File: config.mk
export PLATFORM = sky130hd
export DESIGN_NAME = mem_arbiter
export DESIGN_NICKNAME = d
export VERILOG_FILES = /design/src/design/mem_pkg.sv /design/src/design/mem_arbiter.sv
export VERILOG_INCLUDE_DIRS = /design/src /design/src/design
export SDC_FILE = /design/constraint.sdc
export NUM_CORES = 1
export LEC_CHECK = 0
export BUFFER_PORTS_ARGS = -buffer_cell sky130_fd_sc_hd__buf_4
export CORE_MARGIN = 3
export CORE_UTILIZATION = 37
export CTS_BUF_LIST = sky130_fd_sc_hd__clkbuf_8
export DETAILED_ROUTE_END_ITERATION = 8
export HOLD_SLACK_MARGIN = 0.03
export PLACE_DENSITY = 0.79
export SLEW_MARGIN = 10
export SYNTH_ARGS = -nofsm -noshare
export SYNTH_HDL_FRONTEND = slang
export SYNTH_SLANG_ARGS = --single-unit
File: constraint.sdc
create_clock -name clk -period 2.4 [get_ports clk]
set_clock_uncertainty 0.2 [all_clocks]
set_input_delay 0.24 -clock clk [delete_from_list [all_inputs] [get_ports clk]]
set_output_delay 0.24 -clock clk [all_outputs]
set_load 0.005 [all_outputs]
File: src/design/mem_settings.svh
// Width and depth macros for the burst memory subsystem
`ifndef MEM_SETTINGS_SVH
`define MEM_SETTINGS_SVH

// Beat address width, one address per data word
`define MEM_ADDR_WIDTH 8

// Data word width
`define MEM_DATA_WIDTH 32

// Master burst count field, legal master bursts are 1 to 8
`define MASTER_BURST_WIDTH 4

// Slave burst count field, legal slave bursts are 1 to 2
`define SLAVE_BURST_WIDTH 2

// Number of words in the on-chip memory
`define MEM_DEPTH 256

`endif
File: src/design/mem_pkg.sv
// Shared vector types and the memory arbiter owner enum
`include "mem_settings.svh"

package mem_pkg;

    // Beat address and data word
    typedef logic [`MEM_ADDR_WIDTH-1:0] addr_t;
    typedef logic [`MEM_DATA_WIDTH-1:0] data_t;

    // Burst count fields on the master and slave sides of the adapter
    typedef logic [`MASTER_BURST_WIDTH-1:0] m_burst_t;
    typedef logic [`SLAVE_BURST_WIDTH-1:0] s_burst_t;

    // Which slave channel currently holds the memory port
    typedef enum logic [1:0]
    {
        OWNER_NONE,
        OWNER_RD,
        OWNER_WR
    } mem_owner_t;

endpackage

File: src/design/mem_arbiter.sv
// Burst-granular arbiter between the read and write slave channels
`timescale 1ns/100ps

module mem_arbiter
(
    input  logic              clk,
    input  logic              reset_n,

    input  logic              s_rd_read,
    input  mem_pkg::addr_t    s_rd_address,
    input  mem_pkg::s_burst_t s_rd_burstcount,
    output logic              s_rd_waitrequest,

    input  logic              s_wr_write,
    input  mem_pkg::addr_t    s_wr_address,
    input  mem_pkg::s_burst_t s_wr_burstcount,
    input  mem_pkg::data_t    s_wr_writedata,
    input  logic              s_wr_user,
    output logic              s_wr_waitrequest,
    output logic              s_wr_writeresponsevalid,
    output logic              s_wr_writeresponseuser,

    // Single memory port
    output logic              mem_rd_en,
    output logic              mem_wr_en,
    output mem_pkg::addr_t    mem_addr,
    output mem_pkg::data_t    mem_wdata,
    output logic              mem_wr_last_user,
    input  logic              mem_wr_resp_valid,
    input  logic              mem_wr_resp_user
);

    mem_pkg::mem_owner_t owner;
    mem_pkg::s_burst_t beats_left;
    mem_pkg::addr_t cur_addr;
    logic prefer_wr;
    logic wr_user_q;
    logic idle;
    logic grant_rd;
    logic grant_wr;
    logic wr_beat;
    logic wr_last;
    logic wr_user;

    assign idle = (owner == mem_pkg::OWNER_NONE);

    // With both channels waiting the preferred one wins, and it flips on each grant
    assign grant_rd = idle && s_rd_read && (!s_wr_write || !prefer_wr);
    assign grant_wr = idle && s_wr_write && (!s_rd_read || prefer_wr);

    // An idle channel with no request sees no waitrequest
    assign s_rd_waitrequest = !idle || (s_rd_read && !grant_rd);
    assign s_wr_waitrequest = (owner == mem_pkg::OWNER_RD) || (idle && s_wr_write && !grant_wr);

    // The first write beat goes straight to memory in the grant cycle
    assign wr_beat = grant_wr || ((owner == mem_pkg::OWNER_WR) && s_wr_write);
    assign wr_last = idle ? (s_wr_burstcount == mem_pkg::s_burst_t'(1)) :
                            (beats_left == mem_pkg::s_burst_t'(1));
    assign wr_user = idle ? s_wr_user : wr_user_q;

    // Read beats start the cycle after the request is taken
    assign mem_rd_en = (owner == mem_pkg::OWNER_RD);
    assign mem_wr_en = wr_beat;
    assign mem_addr = grant_wr ? s_wr_address : cur_addr;
    assign mem_wdata = s_wr_writedata;
    assign mem_wr_last_user = wr_beat && wr_last && wr_user;

    // Memory responses return untouched
    assign s_wr_writeresponsevalid = mem_wr_resp_valid;
    assign s_wr_writeresponseuser = mem_wr_resp_user;

    always_ff @(posedge clk)
    begin
        if (!reset_n)
        begin
            owner <= mem_pkg::OWNER_NONE;
            prefer_wr <= 1'b1;
            beats_left <= '0;
        end
        else
        begin
            case (owner)
                mem_pkg::OWNER_NONE:
                begin
                    if (grant_rd)
                    begin
                        owner <= mem_pkg::OWNER_RD;
                        beats_left <= s_rd_burstcount;
                        prefer_wr <= 1'b1;
                    end
                    else if (grant_wr)
                    begin
                        // A single-beat write is done in the grant cycle
                        if (!wr_last)
                            owner <= mem_pkg::OWNER_WR;
                        beats_left <= s_wr_burstcount - mem_pkg::s_burst_t'(1);
                        prefer_wr <= 1'b0;
                    end
                end
                mem_pkg::OWNER_RD:
                begin
                    beats_left <= beats_left - mem_pkg::s_burst_t'(1);
                    if (beats_left == mem_pkg::s_burst_t'(1))
                        owner <= mem_pkg::OWNER_NONE;
                end
                mem_pkg::OWNER_WR:
                begin
                    if (s_wr_write)
                    begin
                        beats_left <= beats_left - mem_pkg::s_burst_t'(1);
                        if (wr_last)
                            owner <= mem_pkg::OWNER_NONE;
                    end
                end
                default:
                    owner <= mem_pkg::OWNER_NONE;
            endcase
        end
    end

    // Burst address and user bit captured at grant
    always_ff @(posedge clk)
    begin
        if (grant_rd)
        begin
            cur_addr <= s_rd_address;
        end
        else if (grant_wr)
        begin
            cur_addr <= s_wr_address + mem_pkg::addr_t'(1);
            wr_user_q <= s_wr_user;
        end
        else if (mem_rd_en || wr_beat)
        begin
            cur_addr <= cur_addr + mem_pkg::addr_t'(1);
        end
    end

endmodule

==> flow_metrics.tcl <==
set metrics [dict create \
    drive_gt1_share_pct 34.81 \
    crit_family "compound AO/OA/AOI/OAI gates" \
    syn_area_um2 1365 \
    cts.sinks 14 \
    grt_remaining_overflow 0 \
    required_ns 2.26 \
    wl_per_cell_um 14.15 \
    dp_hpwl_um 2572 \
    ant_nets 0 \
    synth.avg_cell_area_um2 8.174 \
    synth-edff-count 9 \
    period_share_pct 96.50 \
    min_period_ns 2.316 \
    drv_cap 0 \
    place.gp.congestion 0.8820 \
    path_cells "inv_2 > ha_2 > buf_4 > and2_2 > a21oi_2 > o22ai_1 > o31a_1 > o31ai_1" \
    critical_path_buf_inv_count 2 \
    r2r_slack_ns 0.08 \
    path_clk_slew_ns 0.06 \
    status "finished clean" \
    io_pins 106 \
    design.core.area_um2 3442 \
    worst_slew_pin_slew_ns 0.4247 \
    ys_seq_elements 14 \
    switchingPower_mw 0.7281 \
    antenna_found_initial 0 \
    clk_path_buf_depth 2 \
    cp-end-kind "flip-flop" \
    die-width_um 66.74 \
    clkLatencyLatePin_ns 0.26 \
    slew-limit-headroom_pct 71.61 \
    synthArstFlopShare_pct 0 \
    hold_ws_ns 0.05689 \
    drt_iter0_drc 49 \
    detail_route.wirelength_um 3213 \
    cts_tree "done" \
    place_inst 220 \
    layout.cells.non_filler 227 \
    initial_core_util_pct 39.66 \
    final_net_count 248 \
    cp-startpoint "owner[0]" \
    syn-num-nets 233 \
    drc 0 \
    setup_tns_ns 0 \
    switching_share_pct 40.79 \
    drtPass1Iterations 4 \
    fmax_mhz 431.8 \
    grt_pass1_wl_um 5119 \
    arrival_ns 2.18 \
    row_count 21 \
    die_area_um2 4454 \
    timing.rr.start "owner[0]" \
    hp-class "in2reg" \
    cp_slowest_stage_delay_ns 0.39 \
    worstPathMaxFanout 8 \
    grt_usage_pct 15.21 \
    num_antenna_cells 0 \
    seq_power_share_pct 26.6 \
    p_per_area_nw_per_um2 1135 \
    root_buffer "clkbuf_8" \
    final-setup-viol-count 0 \
    fp.dieH_um 66.74 \
    portBuffers 37 \
    grt_max_degree 11 \
    cp-start-kind "flip-flop" \
    setup_ws_ns 0.08401 \
    synthDistinctLibCells 38 \
    ctsHtreeMaxLevel 1 \
    ys.warnings.count 0 \
    syn2layout_area_growth_pct 15.22 \
    post_drt_via_cell_ratio 5.132 \
    dominantRegCellSynth "edfxtp_1" \
    pwr-share-clk_pct 11.9 \
    ys_seq_area_share_pct 27.13 \
    leakage_nw 0.7102 \
    power.internal_mw 1.057 \
    place_ws_ns 0.04152 \
    comb_power_share_pct 61.5 \
    rsz0062_at_grt "no" \
    syn_inst 167 \
    path_class "reg2reg" \
    numCtsBuffers 3 \
    vdd_ir_drop_max_mv 0.5197 \
    hold_start "s_rd_address[6]" \
    slowest_stage "dfxtp_1" \
    final-hold-violation-count 0 \
    vias 1165 \
    final_util_pct 45.69 \
    grt_pass1_vias 1157 \
    drv_slew 0 \
]
placed cells by master (no fill, tap or decap), types with 2 or more instances in the layout:
master and n:
buf_4 45, nand2_1 17, inv_1 10, nand3_1 9, edfxtp_1 9, nor2_1 8
a21oi_1 7, ha_1 6, dfxtp_1 5, nor3_1 4, o21ai_0 4, nor2b_1 3
o21ai_1 3, inv_2 3, o31ai_1 3, mux2i_1 3, o211ai_1 3, clkbuf_8 3
mux2_4 2, nand2b_1 2, and2_1 2, a21oi_2 2, xnor2_1 2, mux2_2 2
a21o_1 2, o21a_1 2, a21boi_0 2, dlygate4sd3_1 2
cell usage after synthesis, types with 4 or more instances:
| master | count | area (µm²) |
|---|---|---|
| buf_4 | 34 | 255.2 |
| nand2_1 | 17 | 63.81 |
| inv_1 | 13 | 48.80 |
| a21oi_1 | 9 | 45.04 |
| edfxtp_1 | 9 | 270.3 |
| nand3_1 | 9 | 45.04 |
| nor2_1 | 8 | 30.03 |
| ha_1 | 7 | 87.58 |
| dfxtp_1 | 5 | 100.1 |
| mux2_2 | 4 | 45.04 |
| mux2i_1 | 4 | 40.04 |
| nor3_1 | 4 | 20.02 |
| o21ai_0 | 4 | 20.02 |
kinds of logic after synthesis:
| group | share of synthesized area (%) |
|---|---|
| buffers and inverters | 23.74 |
| AND/OR/NAND/NOR | 17.51 |
| AO/OA/AOI/OAI | 17.05 |
| flip-flops | 27.13 |
| multiplexers | 6.233 |
| adder cells (fa/ha/maj) | 6.416 |
| XOR/XNOR | 1.925 |
metrics by stage:
step / area, µm² / power [mW]
global route: 1573 / 1.943
global placement: 1478 / 1.497
floorplan: 1365 / 1.166
CTS: 1543 / 1.743
finish: 1573 / 1.785
detailed placement: 1478 / 1.524
sequential cells by signal, indices dropped and copies added (netlist names):
| signal | count |
|---|---|
| prefer_wr | 1 |
| beats_left | 2 |
| cur_addr | 8 |
| owner | 2 |
| wr_user_q | 1 |
area by class of cell:
cell class	instances	area [µm²]
Fill cell	342	1869
Multi-Input combinational cell	103	693.2
Sequential cell	14	370.4
Timing Repair Buffer	47	357.8
Tap cell	46	57.56
Inverter	13	48.80
Clock buffer	3	41.29
Clock inverter	1	3.754
power groups by stage:
stage                     Sequential, mW  Combinational, mW  Clock, mW
after floorplan                    0.457              0.709          0
after global placement             0.467               1.03          0
after detailed placement           0.474               1.05          0
after CTS                          0.469               1.06      0.215
after global routing               0.484               1.23      0.230
final                              0.474               1.10      0.213
worst paths after layout:
| kind | depth (start not counted) | endpoint |
|---|---|---|
| worst min-delay path | 3 | cur_addr[6] |
| worst max-delay path | 8 | cur_addr[7] |
| worst max register to register | 8 | cur_addr[7] |
| worst min register to register | 2 | beats_left[1] |
layer usage:
layer | global-route usage (%) | wire, µm | up-vias
met2 | 23.89 | 1485 | 44
met5 | 0 | 0 | -
met3 | 3.541 | 298 | 7
met1 | 18.81 | 1359 | 542
li1 | - | - | 572
met4 | 8.883 | 70 | 0
what timing repair did:
action                                 in CTS  in global routing
hold buffers                                2                  0
buffers inserted                            0                  1
setup endpoints to repair                   0                  5
endpoints found under the hold margin       2                  0
resized for setup                           0                 10
tightest hold or removal path, delay by kind of cell:
family	cells	cell delay [ns]
AOI/OAI and AO/OA	1	0.05
buffers and inverters	1	0.07
and+or+nand+nor	1	0.04
Power figures use the tool's default switching activity.
