`src/design/mem_settings.svh`:
```
// Width and depth macros for the burst memory subsystem
`ifndef MEM_SETTINGS_SVH
`define MEM_SETTINGS_SVH

// Beat address width, one address per data word
`define MEM_ADDR_WIDTH 8

// Data word width
`define MEM_DATA_WIDTH 32

// Master burst count field, legal master bursts are 1 to 8
`define MASTER_BURST_WIDTH 4

// Slave burst count field, legal slave bursts are 1 to 2
`define SLAVE_BURST_WIDTH 2

// Number of words in the on-chip memory
`define MEM_DEPTH 256

`endif
```
`src/design/mem_pkg.sv`:
```
// Shared vector types and the memory arbiter owner enum
`include "mem_settings.svh"

package mem_pkg;

    // Beat address and data word
    typedef logic [`MEM_ADDR_WIDTH-1:0] addr_t;
    typedef logic [`MEM_DATA_WIDTH-1:0] data_t;

    // Burst count fields on the master and slave sides of the adapter
    typedef logic [`MASTER_BURST_WIDTH-1:0] m_burst_t;
    typedef logic [`SLAVE_BURST_WIDTH-1:0] s_burst_t;

    // Which slave channel currently holds the memory port
    typedef enum logic [1:0]
    {
        OWNER_NONE,
        OWNER_RD,
        OWNER_WR
    } mem_owner_t;

endpackage

```
`src/design/burst_map.sv`:
```
// Burst count adapter from 8-beat master bursts to 2-beat slave bursts
`timescale 1ns/100ps

module burst_map
#(
    parameter int NATURAL_ALIGNMENT = 0
)
(
    input  logic              clk,
    input  logic              reset_n,

    // Master read channel
    input  logic              rd_read,
    input  mem_pkg::addr_t    rd_address,
    input  mem_pkg::m_burst_t rd_burstcount,
    output logic              rd_waitrequest,
    output mem_pkg::data_t    rd_readdata,
    output logic              rd_readdatavalid,

    // Master write channel
    input  logic              wr_write,
    input  mem_pkg::addr_t    wr_address,
    input  mem_pkg::m_burst_t wr_burstcount,
    input  mem_pkg::data_t    wr_writedata,
    output logic              wr_waitrequest,
    output logic              wr_writeresponsevalid,

    // Slave read channel
    output logic              s_rd_read,
    output mem_pkg::addr_t    s_rd_address,
    output mem_pkg::s_burst_t s_rd_burstcount,
    input  logic              s_rd_waitrequest,
    input  mem_pkg::data_t    s_rd_readdata,
    input  logic              s_rd_readdatavalid,

    // Slave write channel
    output logic              s_wr_write,
    output mem_pkg::addr_t    s_wr_address,
    output mem_pkg::s_burst_t s_wr_burstcount,
    output mem_pkg::data_t    s_wr_writedata,
    output logic              s_wr_user,
    input  logic              s_wr_waitrequest,
    input  logic              s_wr_writeresponsevalid,
    input  logic              s_wr_writeresponseuser
);

    logic rd_next;
    logic rd_complete;
    logic wr_complete;
    logic m_wr_sop;
    logic s_wr_sop;

    // Take a new master read once the slave side is idle or is
    // accepting the last slave burst of the current request
    assign rd_next = !s_rd_waitrequest && (!s_rd_read || rd_complete);
    assign rd_waitrequest = !rd_next;

    burst_gearbox #(.NATURAL_ALIGNMENT(NATURAL_ALIGNMENT)) rd_gearbox
    (
        .clk            (clk),
        .reset_n        (reset_n),
        .m_new_req      (rd_next),
        .m_addr         (rd_address),
        .m_burstcount   (rd_burstcount),
        .s_accept_req   (!s_rd_waitrequest),
        .s_req_complete (rd_complete),
        .s_addr         (s_rd_address),
        .s_burstcount   (s_rd_burstcount)
    );

    // The gearbox holds address and count, only the valid is kept here
    always_ff @(posedge clk)
    begin
        if (!reset_n)
            s_rd_read <= 1'b0;
        else if (rd_next)
            s_rd_read <= rd_read;
    end

    // Read data carries no burst information
    assign rd_readdata = s_rd_readdata;
    assign rd_readdatavalid = s_rd_readdatavalid;

    // Write beats move through one register stage in lockstep with the slave
    assign wr_waitrequest = s_wr_waitrequest;

    always_ff @(posedge clk)
    begin
        if (!reset_n)
            s_wr_write <= 1'b0;
        else if (!s_wr_waitrequest)
            s_wr_write <= wr_write;
    end

    always_ff @(posedge clk)
    begin
        if (!s_wr_waitrequest)
            s_wr_writedata <= wr_writedata;
    end

    burst_gearbox #(.NATURAL_ALIGNMENT(NATURAL_ALIGNMENT)) wr_gearbox
    (
        .clk            (clk),
        .reset_n        (reset_n),
        .m_new_req      (wr_write && !s_wr_waitrequest && m_wr_sop),
        .m_addr         (wr_address),
        .m_burstcount   (wr_burstcount),
        .s_accept_req   (s_wr_write && !s_wr_waitrequest && s_wr_sop),
        .s_req_complete (wr_complete),
        .s_addr         (s_wr_address),
        .s_burstcount   (s_wr_burstcount)
    );

    sop_tracker #(.BURST_CNT_WIDTH($bits(mem_pkg::m_burst_t))) m_sop_tracker
    (
        .clk        (clk),
        .reset_n    (reset_n),
        .flit_valid (wr_write && !wr_waitrequest),
        .burstcount (wr_burstcount),
        .sop        (m_wr_sop),
        .eop        ()
    );

    sop_tracker #(.BURST_CNT_WIDTH($bits(mem_pkg::s_burst_t))) s_sop_tracker
    (
        .clk        (clk),
        .reset_n    (reset_n),
        .flit_valid (s_wr_write && !s_wr_waitrequest),
        .burstcount (s_wr_burstcount),
        .sop        (s_wr_sop),
        .eop        ()
    );

    // Tag the slave burst that finishes the master burst on its first beat
    assign s_wr_user = wr_complete && s_wr_sop;

    // Responses to the other slave bursts come back with user 0 and are dropped
    assign wr_writeresponsevalid = s_wr_writeresponsevalid && s_wr_writeresponseuser;

endmodule

```
`src/design/burst_gearbox.sv`:
```
// Gearbox that splits one master burst into a series of legal slave bursts
`timescale 1ns/100ps

module burst_gearbox
#(
    parameter int NATURAL_ALIGNMENT = 0
)
(
    input  logic               clk,
    input  logic               reset_n,
    input  logic               m_new_req,
    input  mem_pkg::addr_t     m_addr,
    input  mem_pkg::m_burst_t  m_burstcount,
    input  logic               s_accept_req,
    output logic               s_req_complete,
    output mem_pkg::addr_t     s_addr,
    output mem_pkg::s_burst_t  s_burstcount
);

    // Largest burst the slave side takes
    localparam int S_MAX = 1 << ($bits(mem_pkg::s_burst_t) - 1);

    // Beats of the master request not yet handed to the slave
    mem_pkg::m_burst_t remaining;
    mem_pkg::addr_t next_addr;
    mem_pkg::m_burst_t burst_len;

    always_comb
    begin
        if (NATURAL_ALIGNMENT != 0)
        begin
            // Grow through the powers of two while the burst still fits the
            // remaining beats and the address stays on its own boundary
            burst_len = (remaining == '0) ? '0 : mem_pkg::m_burst_t'(1);
            for (int p = 2; p <= S_MAX; p = p * 2)
            begin
                if ((p <= int'(remaining)) && ((next_addr & mem_pkg::addr_t'(p - 1)) == '0))
                    burst_len = mem_pkg::m_burst_t'(p);
            end
        end
        else
        begin
            burst_len = (remaining > mem_pkg::m_burst_t'(S_MAX)) ?
                        mem_pkg::m_burst_t'(S_MAX) : remaining;
        end
    end

    always_ff @(posedge clk)
    begin
        if (!reset_n)
        begin
            remaining <= '0;
        end
        else if (m_new_req)
        begin
            // A new master request replaces whatever just finished
            remaining <= m_burstcount;
        end
        else if (s_accept_req)
        begin
            remaining <= remaining - burst_len;
        end
    end

    // Start address of the next slave burst, stepped by each accepted burst
    always_ff @(posedge clk)
    begin
        if (m_new_req)
            next_addr <= m_addr;
        else if (s_accept_req)
            next_addr <= next_addr + mem_pkg::addr_t'(burst_len);
    end

    assign s_addr = next_addr;
    assign s_burstcount = mem_pkg::s_burst_t'(burst_len);
    // The slave burst that uses up every remaining beat ends the master request
    assign s_req_complete = (remaining == burst_len);

endmodule

```
`src/design/sop_tracker.sv`:
```
// Start-of-packet and end-of-packet tracker for a stream of burst beats
`timescale 1ns/100ps

module sop_tracker
#(
    parameter int BURST_CNT_WIDTH = 4
)
(
    input  logic                       clk,
    input  logic                       reset_n,
    input  logic                       flit_valid,
    input  logic [BURST_CNT_WIDTH-1:0] burstcount,
    output logic                       sop,
    output logic                       eop
);

    // Beats still to come in the burst that is in progress
    logic [BURST_CNT_WIDTH-1:0] beats_left;

    always_ff @(posedge clk)
    begin
        if (!reset_n)
        begin
            sop <= 1'b1;
            beats_left <= '0;
        end
        else if (flit_valid)
        begin
            if (sop)
            begin
                // First beat, so burstcount is meaningful and loads the counter
                beats_left <= burstcount - BURST_CNT_WIDTH'(1);
                sop <= (burstcount == BURST_CNT_WIDTH'(1));
            end
            else
            begin
                beats_left <= beats_left - BURST_CNT_WIDTH'(1);
                sop <= (beats_left == BURST_CNT_WIDTH'(1));
            end
        end
    end

    // A single-beat burst is its own last beat
    assign eop = sop ? (burstcount == BURST_CNT_WIDTH'(1)) : (beats_left == BURST_CNT_WIDTH'(1));

endmodule

```
`config.mk`:
```
export PLATFORM = sky130hd
export DESIGN_NAME = burst_map
export DESIGN_NICKNAME = d
export VERILOG_FILES = /design/src/design/mem_pkg.sv /design/src/design/burst_map.sv /design/src/design/burst_gearbox.sv /design/src/design/sop_tracker.sv
export VERILOG_INCLUDE_DIRS = /design/src /design/src/design
export SDC_FILE = /design/constraint.sdc
export NUM_CORES = 1
export LEC_CHECK = 0
export BUFFER_PORTS_ARGS = -buffer_cell sky130_fd_sc_hd__buf_2
export CAP_MARGIN = 0
export CORE_ASPECT_RATIO = 0.7
export CORE_UTILIZATION = 48
export DETAILED_ROUTE_END_ITERATION = 7
export MAX_ROUTING_LAYER = met4
export PLACE_DENSITY = 0.86
export SKIP_LAST_GASP = 1
export SLEW_MARGIN = 20
export SYNTH_ARGS = -nofsm -noshare
export SYNTH_HDL_FRONTEND = slang
export SYNTH_SLANG_ARGS = --single-unit
export TNS_END_PERCENT = 30
```
`constraint.sdc`:
```
create_clock -name clk -period 4.65 [get_ports clk]
set_input_delay 0.93 -clock clk [delete_from_list [all_inputs] [get_ports clk]]
set_output_delay 0.93 -clock clk [all_outputs]
set_load 0.05 [all_outputs]
```
==> run_results.csv, run 1 <==
group,metric,value,unit
timing,final_max_slew_viol_count,0,
floorplan,initial_utilization,50.1,%
global_routing,grt_max_degree,34,
floorplan,coreArea,6790,um^2
worst_setup_path,crit_start,"wr_gearbox.remaining[1]$_SDFFE_PN0P_",
clocking,cts_hold_buffers,0,
logic_synthesis,seq_area_frac_synth,53.0,%
place,numPortBuffers,121,
timing,worst_pin_slew,0.664,ns
floorplan,fp.dieArea,7430,um^2
worst_setup_path,end_kind,"primary output",
route,drc,0,
hold_path,min_from,"s_wr_write$_SDFFE_PN0N_",
final_layout,final_common_cell,"buf_2",
final_layout,final_cell_mix,"buf_2, edfxtp_1, nand2_1",
hold_path,min_path_type,"register to register",
route,dr.pass1.iters,4,
route,drtIter0Drc,84,
logic_synthesis,synth-seq-cells,66,
worst_setup_path,startpoint_type,"register",
worst_setup_path,slowest_delay,0.48,ns
route,drt-total-wl,6910,um
final_layout,n_fill_cell,598,
pwr,p_leak,1.79,nW
clocking,cts_setup_buffers,0,
pwr,finalPower,1.52,mW
timing,finClkSkew,0.00867,ns
logic_synthesis,synth_area,3400,um^2
timing,whs,0.522,ns
worst_setup_path,arrival,1.76,ns
worst_setup_path,r2r-start,"wr_gearbox.remaining[1]$_SDFFE_PN0P_",
clocking,clk_pin_slew,0.07,ns
timing,maxSlewHeadroom,55.7,%
clocking,clk_latency,0.33,ns
timing,finalHoldViolCount,0,
clocking,post_cts_resized,0,
floorplan,num_io_pins,188,
route,wl_per_cell,13.6,um
floorplan,core.rowCount,25,
status,run_status,"finished, final reports clean",
clocking,numCtsBuffers,9,
clocking,clock_path_buffers,2,
pwr,pwr_density_cell,378,nW/um^2
timing,period_share,57.8,%
final_layout,diodes,0,
global_routing,grt_pass1_vias,2291,
place,place_congestion,0.854,
flow_run,maxCapViolCount,0,
clocking,cts_max_level,3,
worst_setup_path,crit_required,3.72,ns
route,via_count,2541,
logic_synthesis,synthArstFlopShare,0,%
route,drtAntennaViolNets,0,
clocking,cts_tree,"built",
clocking,cts_root_buf,"clkbuf_8",
place,dpl-instance-area,3850,um^2
place,detailed_place_hpwl,5310,um
worst_setup_path,crit_chain,"or3_1 > inv_1 > and2_1 > buf_2",
global_routing,grt_pass1_wl,10400,um
logic_synthesis,synth-main-ff-cell,"edfxtp_1",
final_layout,design_area,4010,um^2
global_routing,grtUsageTotal,19.2,%
worst_setup_path,path_max_fanout,5,
logic_synthesis,syn-instance-count,313,
final_layout,drive_gt1_share,35.0,%
timing,fmax,372,MHz
worst_setup_path,cp_slowest_cell,"or3_1",
timing,setup_viol,0,
floorplan,die_y,72.4,um
route,via_per_inst,5.00,
logic_synthesis,synth_edf_count,48,
floorplan,die_w,103,um
pwr,vdd_drop_max,162,uV
final_layout,syn_to_final_growth,17.9,%
global_routing,antenna_found_initial,0,
logic_synthesis,avgSynthCellArea,10.9,um^2
clocking,cts.sinks,66,
timing,finalSetupTns,0,ns
logic_synthesis,yosysWarnings,0,
final_layout,nets,524,
timing,fin_crit,2.69,ns
logic_synthesis,synth.distinct_cells,45,
worst_setup_path,worstSetupPathType,"register to primary output",
global_routing,grt_overflow_total,0,
timing,rsz0062_at_grt,"no",
-- worst max-delay path: cells and delay by family, from the launching register on --
kind | cells | cell delay [ns]
AND/OR/NAND/NOR | 2 | 0.67
buffers and inverters | 2 | 0.41
flip-flops | 1 | 0.34
-- cell type report --
class / count / area (um^2) / area share (%)
inverter: 15 / 56.3 / 1.40
tap: 94 / 118 / 2.93
timing repair buffer: 121 / 606 / 15.1
multi-input combinational: 196 / 1270 / 31.6
clock inverter: 6 / 33.8 / 0.842
clock buffer: 10 / 128 / 3.18
sequential: 66 / 1800 / 44.9
-- through the flow --
stage | instances | util (%) | worst slack [ns]
6_report | 508 | 59.1 | 1.96
5_1_grt | 508 | 59.1 | 1.85
4_1_cts | 508 | 59.1 | 1.93
3_5_place_dp | 492 | 56.7 | 2.04
3_3_place_gp | 492 | 56.7 | 2.06
2_1_floorplan | 317 | - | 1.81
-- state kept, by name, indices dropped and copies added (netlist names) --
| register | cells |
|---|---|
| s_rd_read | 1 |
| wr_gearbox.s_addr | 8 |
| rd_gearbox.s_addr | 8 |
| m_sop_tracker.beats_left | 4 |
| s_wr_writedata | 32 |
| s_wr_write | 1 |
| s_sop_tracker.beats_left | 2 |
| m_sop_tracker.sop | 1 |
| wr_gearbox.remaining | 4 |
| rd_gearbox.remaining | 4 |
| s_sop_tracker.sop | 1 |
-- kinds of logic (layout without fill, tap and decap cells) --
logic type | after synthesis | count (layout) | synth area share [%]
xor+xnor | 10 | 10 | 2.57
fa+ha+maj | 18 | 18 | 7.06
other cells | 2 | 6 | 0.221
flops | 66 | 66 | 53.0
buf+inv | 55 | 152 | 10.2
mux | 7 | 7 | 2.13
simple gates | 87 | 87 | 12.2
compound gates | 68 | 68 | 12.7
-- power by group --
group          internal (mW)  leakage (nW)  switching [mW]
Clock                  0.189        0.0795           0.214
Sequential             0.690         0.614          0.0326
Combinational          0.119          1.10           0.274
-- synth_stat cells, drive strengths merged (2+ instances only) --
cell,instances,area share (%)
a22oi,2,0.44
conb,2,0.22
and2,5,0.92
a21oi,18,3.0
a21boi,5,1.1
xnor2,8,2.1
or3,4,0.85
nand3,7,1.0
xor2,2,0.51
mux2,2,0.66
edfxtp,48,42
a211oi,5,1.1
o311ai,2,0.51
a31oi,2,0.37
nor2,13,1.4
inv,15,1.7
nor2b,6,1.1
nand3b,2,0.44
nand2,37,4.1
ha,16,5.9
buf,38,8.3
mux2i,5,1.5
nand2b,4,0.74
o211a,2,0.59
nor3,5,0.74
a211o,2,0.77
dfxtp,18,11
fa,2,1.2
clkbuf,2,0.22
o21ai,25,3.7
-- worst paths after layout --
check	to	slack, ns	cells past startpoint
setup / recovery	s_wr_burstcount[0]	1.96	4
hold / removal	s_wr_write$_SDFFE_PN0N_	0.52	2
setup reg to reg	wr_gearbox.s_addr[4]$_DFFE_PP_	2.26	9
hold reg to reg	s_wr_write$_SDFFE_PN0N_	0.52	2
-- per-layer routing --
metal  up-vias  share of wire (%)  track usage [%]
met5         -                  0                -
met4         0                1.5             7.46
met3        16                6.3             6.45
met2        96                 48             30.1
met1      1164                 44             22.9
li1       1265                  -                -
(Power assumes the default switching activity.)
==> inputs of run 2 (changes only) <==
CORE_UTILIZATION = 45   (was 48)
PLACE_DENSITY = 0.81   (was 0.86)
clock period = 2.75 ns   (was 4.65 ns; I/O delays follow)
==> run_results.csv, run 2 (synthesized netlist as in run 1, its figures left out) <==
group,metric,value,unit
pwr,swShare,31.9,%
final_layout,final_cell_mix,"buf_2, edfxtp_1, nand2_1",
timing,final_max_slew_viol_count,0,
global_routing,grt_pass1_vias,2408,
clocking,numCtsBuffers,9,
floorplan,die_w,106,um
global_routing,grt_max_degree,34,
final_layout,stdcell_count,514,
final_layout,nets,526,
place,placed_cells,498,
place,dpl_worst_slack,0.352,ns
route,dr.pass1.iters,4,
worst_setup_path,reg2reg_to,"wr_gearbox.s_addr[5]$_DFFE_PP_",
worst_setup_path,reg2reg_depth,8,
pwr,intPower,1.98,mW
worst_setup_path,path_delay_family,"simple AND/OR/NAND/NOR gates",
floorplan,num_io_pins,188,
timing,finalSetupTns,0,ns
worst_setup_path,r2r-start,"wr_gearbox.remaining[1]$_SDFFE_PN0P_",
pwr,switchingPower,0.927,mW
clocking,cts_tree,"built",
final_layout,syn_to_final_growth,21.1,%
worst_setup_path,cp_slowest_cell,"or3_1",
final_layout,regMostFlops,"s_wr_writedata",
pwr,p_seq_share,41.9,%
worst_setup_path,arrival,2.64,ns
timing,rsz0062_at_grt,"no",
worst_setup_path,path_max_fanout,5,
pwr,finalPower,2.91,mW
floorplan,initial_utilization,46.5,%
worst_setup_path,crit_path_end,"wr_gearbox.s_addr[5]$_DFFE_PP_",
worst_setup_path,rrSetupSlack,0.33,ns
route,drt-total-wl,7420,um
timing,whs,0.379,ns
floorplan,coreArea,7320,um^2
worst_setup_path,crit_required,2.97,ns
timing,finalHoldViolCount,0,
route,drtAntennaViolNets,0,
worst_setup_path,worstSetupPathType,"register to register",
route,top_layer,"met4",
worst_setup_path,crit_start,"wr_gearbox.remaining[1]$_SDFFE_PN0P_",
worst_setup_path,end_kind,"register",
timing,timing.final.ws_setup,0.329,ns
clocking,cts_max_level,3,
route,drc,0,
timing,finClkSkew,0.00662,ns
worst_setup_path,cp.depth,8,
route,dr_wl_met2,3340,um
worst_setup_path,slowest_delay,0.47,ns
pwr,pwr_density_cell,706,nW/um^2
timing,period_share,88.0,%
timing,fin_crit,2.42,ns
timing,fmax,413,MHz
final_layout,diodes,0,
clocking,post_cts_resized,0,
floorplan,die_y,74.7,um
hold_path,hold_path_depth,1,
worst_setup_path,crit_chain,"or3_1 > inv_1 > and2_2 > ha_1 > a211oi_1 > o21ai_0 > mux2_2 > nand2_1",
global_routing,antenna_found_initial,0,
route,via_count,2569,
global_routing,grtUsageTotal,19.7,%
clocking,cts_setup_buffers,0,
pwr,vdd_drop_max,328,uV
route,dr_wl_met3,531,um
clocking,cts.sinks,66,
pwr,p_leak,1.85,nW
clocking,clock_path_buffers,2,
clocking,clk_pin_slew,0.08,ns
final_layout,final_common_cell,"buf_2",
timing,setup_viol,0,
clocking,cts_hold_buffers,0,
floorplan,fp.dieArea,7920,um^2
route,via_per_inst,5.00,
place,detailed_place_hpwl,5530,um
route,wl_per_cell,14.4,um
place,place_congestion,0.822,
pwr,pwr-share-comb,23.2,%
final_layout,drive_gt1_share,35.8,%
floorplan,core.rowCount,26,
global_routing,grt_overflow_total,0,
hold_path,min_path_type,"input port to register",
pwr,pwr-share-clk,34.9,%
route,wl_met1,3360,um
flow_run,maxCapViolCount,0,
global_routing,grt_pass1_wl,11500,um
clocking,cts_root_buf,"clkbuf_8",
place,numPortBuffers,121,
worst_setup_path,startpoint_type,"register",
worst_setup_path,worst-path-buf-inv,1,
status,run_status,"finished, final reports clean",
clocking,clk_latency,0.34,ns
route,drtIter0Drc,75,
final_layout,largest_reg_flops,32,
run 2: worst register-to-register path, cell delays in order (launching register included):
cell and delay (ns):
dfxtp_1 0.34, or3_1 0.47, inv_1 0.14, and2_2 0.18
ha_1 0.21, a211oi_1 0.10, o21ai_0 0.41, mux2_2 0.39
nand2_1 0.06
run 2: metrics by stage:
step | utilization [%] | area, um^2
floorplan | - | 3420
global placement | 52.9 | 3870
detailed placement | 52.9 | 3870
CTS | 56.3 | 4120
global route | 56.3 | 4120
finish | 56.3 | 4120
run 2: power groups by stage:
stage / clock network [mW] / registers, mW / logic (mW)
after floorplan: 0 / 1.46 / 0.405
after global placement: 0 / 1.24 / 0.657
after detailed placement: 0 / 1.24 / 0.672
after CTS: 1.04 / 1.22 / 0.676
after global routing: 1.09 / 1.23 / 0.731
final: 1.01 / 1.22 / 0.675
run 2: worst min path at each step:
stage	to	slack [ns]	startpoint
final	s_wr_writedata[1]$_DFFE_PN_	0.38	wr_writedata[1]
after global routing	s_wr_writedata[25]$_DFFE_PN_	0.35	wr_writedata[25]
after CTS	s_wr_writedata[15]$_DFFE_PN_	0.36	wr_writedata[15]
after detailed placement	s_wr_write$_SDFFE_PN0N_	0.51	s_wr_write$_SDFFE_PN0N_
after global placement	rd_gearbox.remaining[0]$_SDFFE_PN0P_	0.50	rd_gearbox.remaining[0]$_SDFFE_PN0P_
after floorplan	rd_gearbox.remaining[0]$_SDFFE_PN0P_	0.48	rd_gearbox.remaining[0]$_SDFFE_PN0P_
run 2: routing by layer:
layer / vias up / GRT usage (%)
met5: - / -
met4: 0 / 10.5
met3: 30 / 6.32
met2: 91 / 29.4
met1: 1182 / 24.1
li1: 1266 / -
run 2: area by class of cell:
type / instances / area [um^2]
clock buffer: 9 / 124
clock inverter: 7 / 125
fill: 649 / 3200
inverter: 15 / 56.3
multi-input combinational: 196 / 1270
sequential: 66 / 1800
tap: 98 / 123
timing repair buffer: 123 / 621
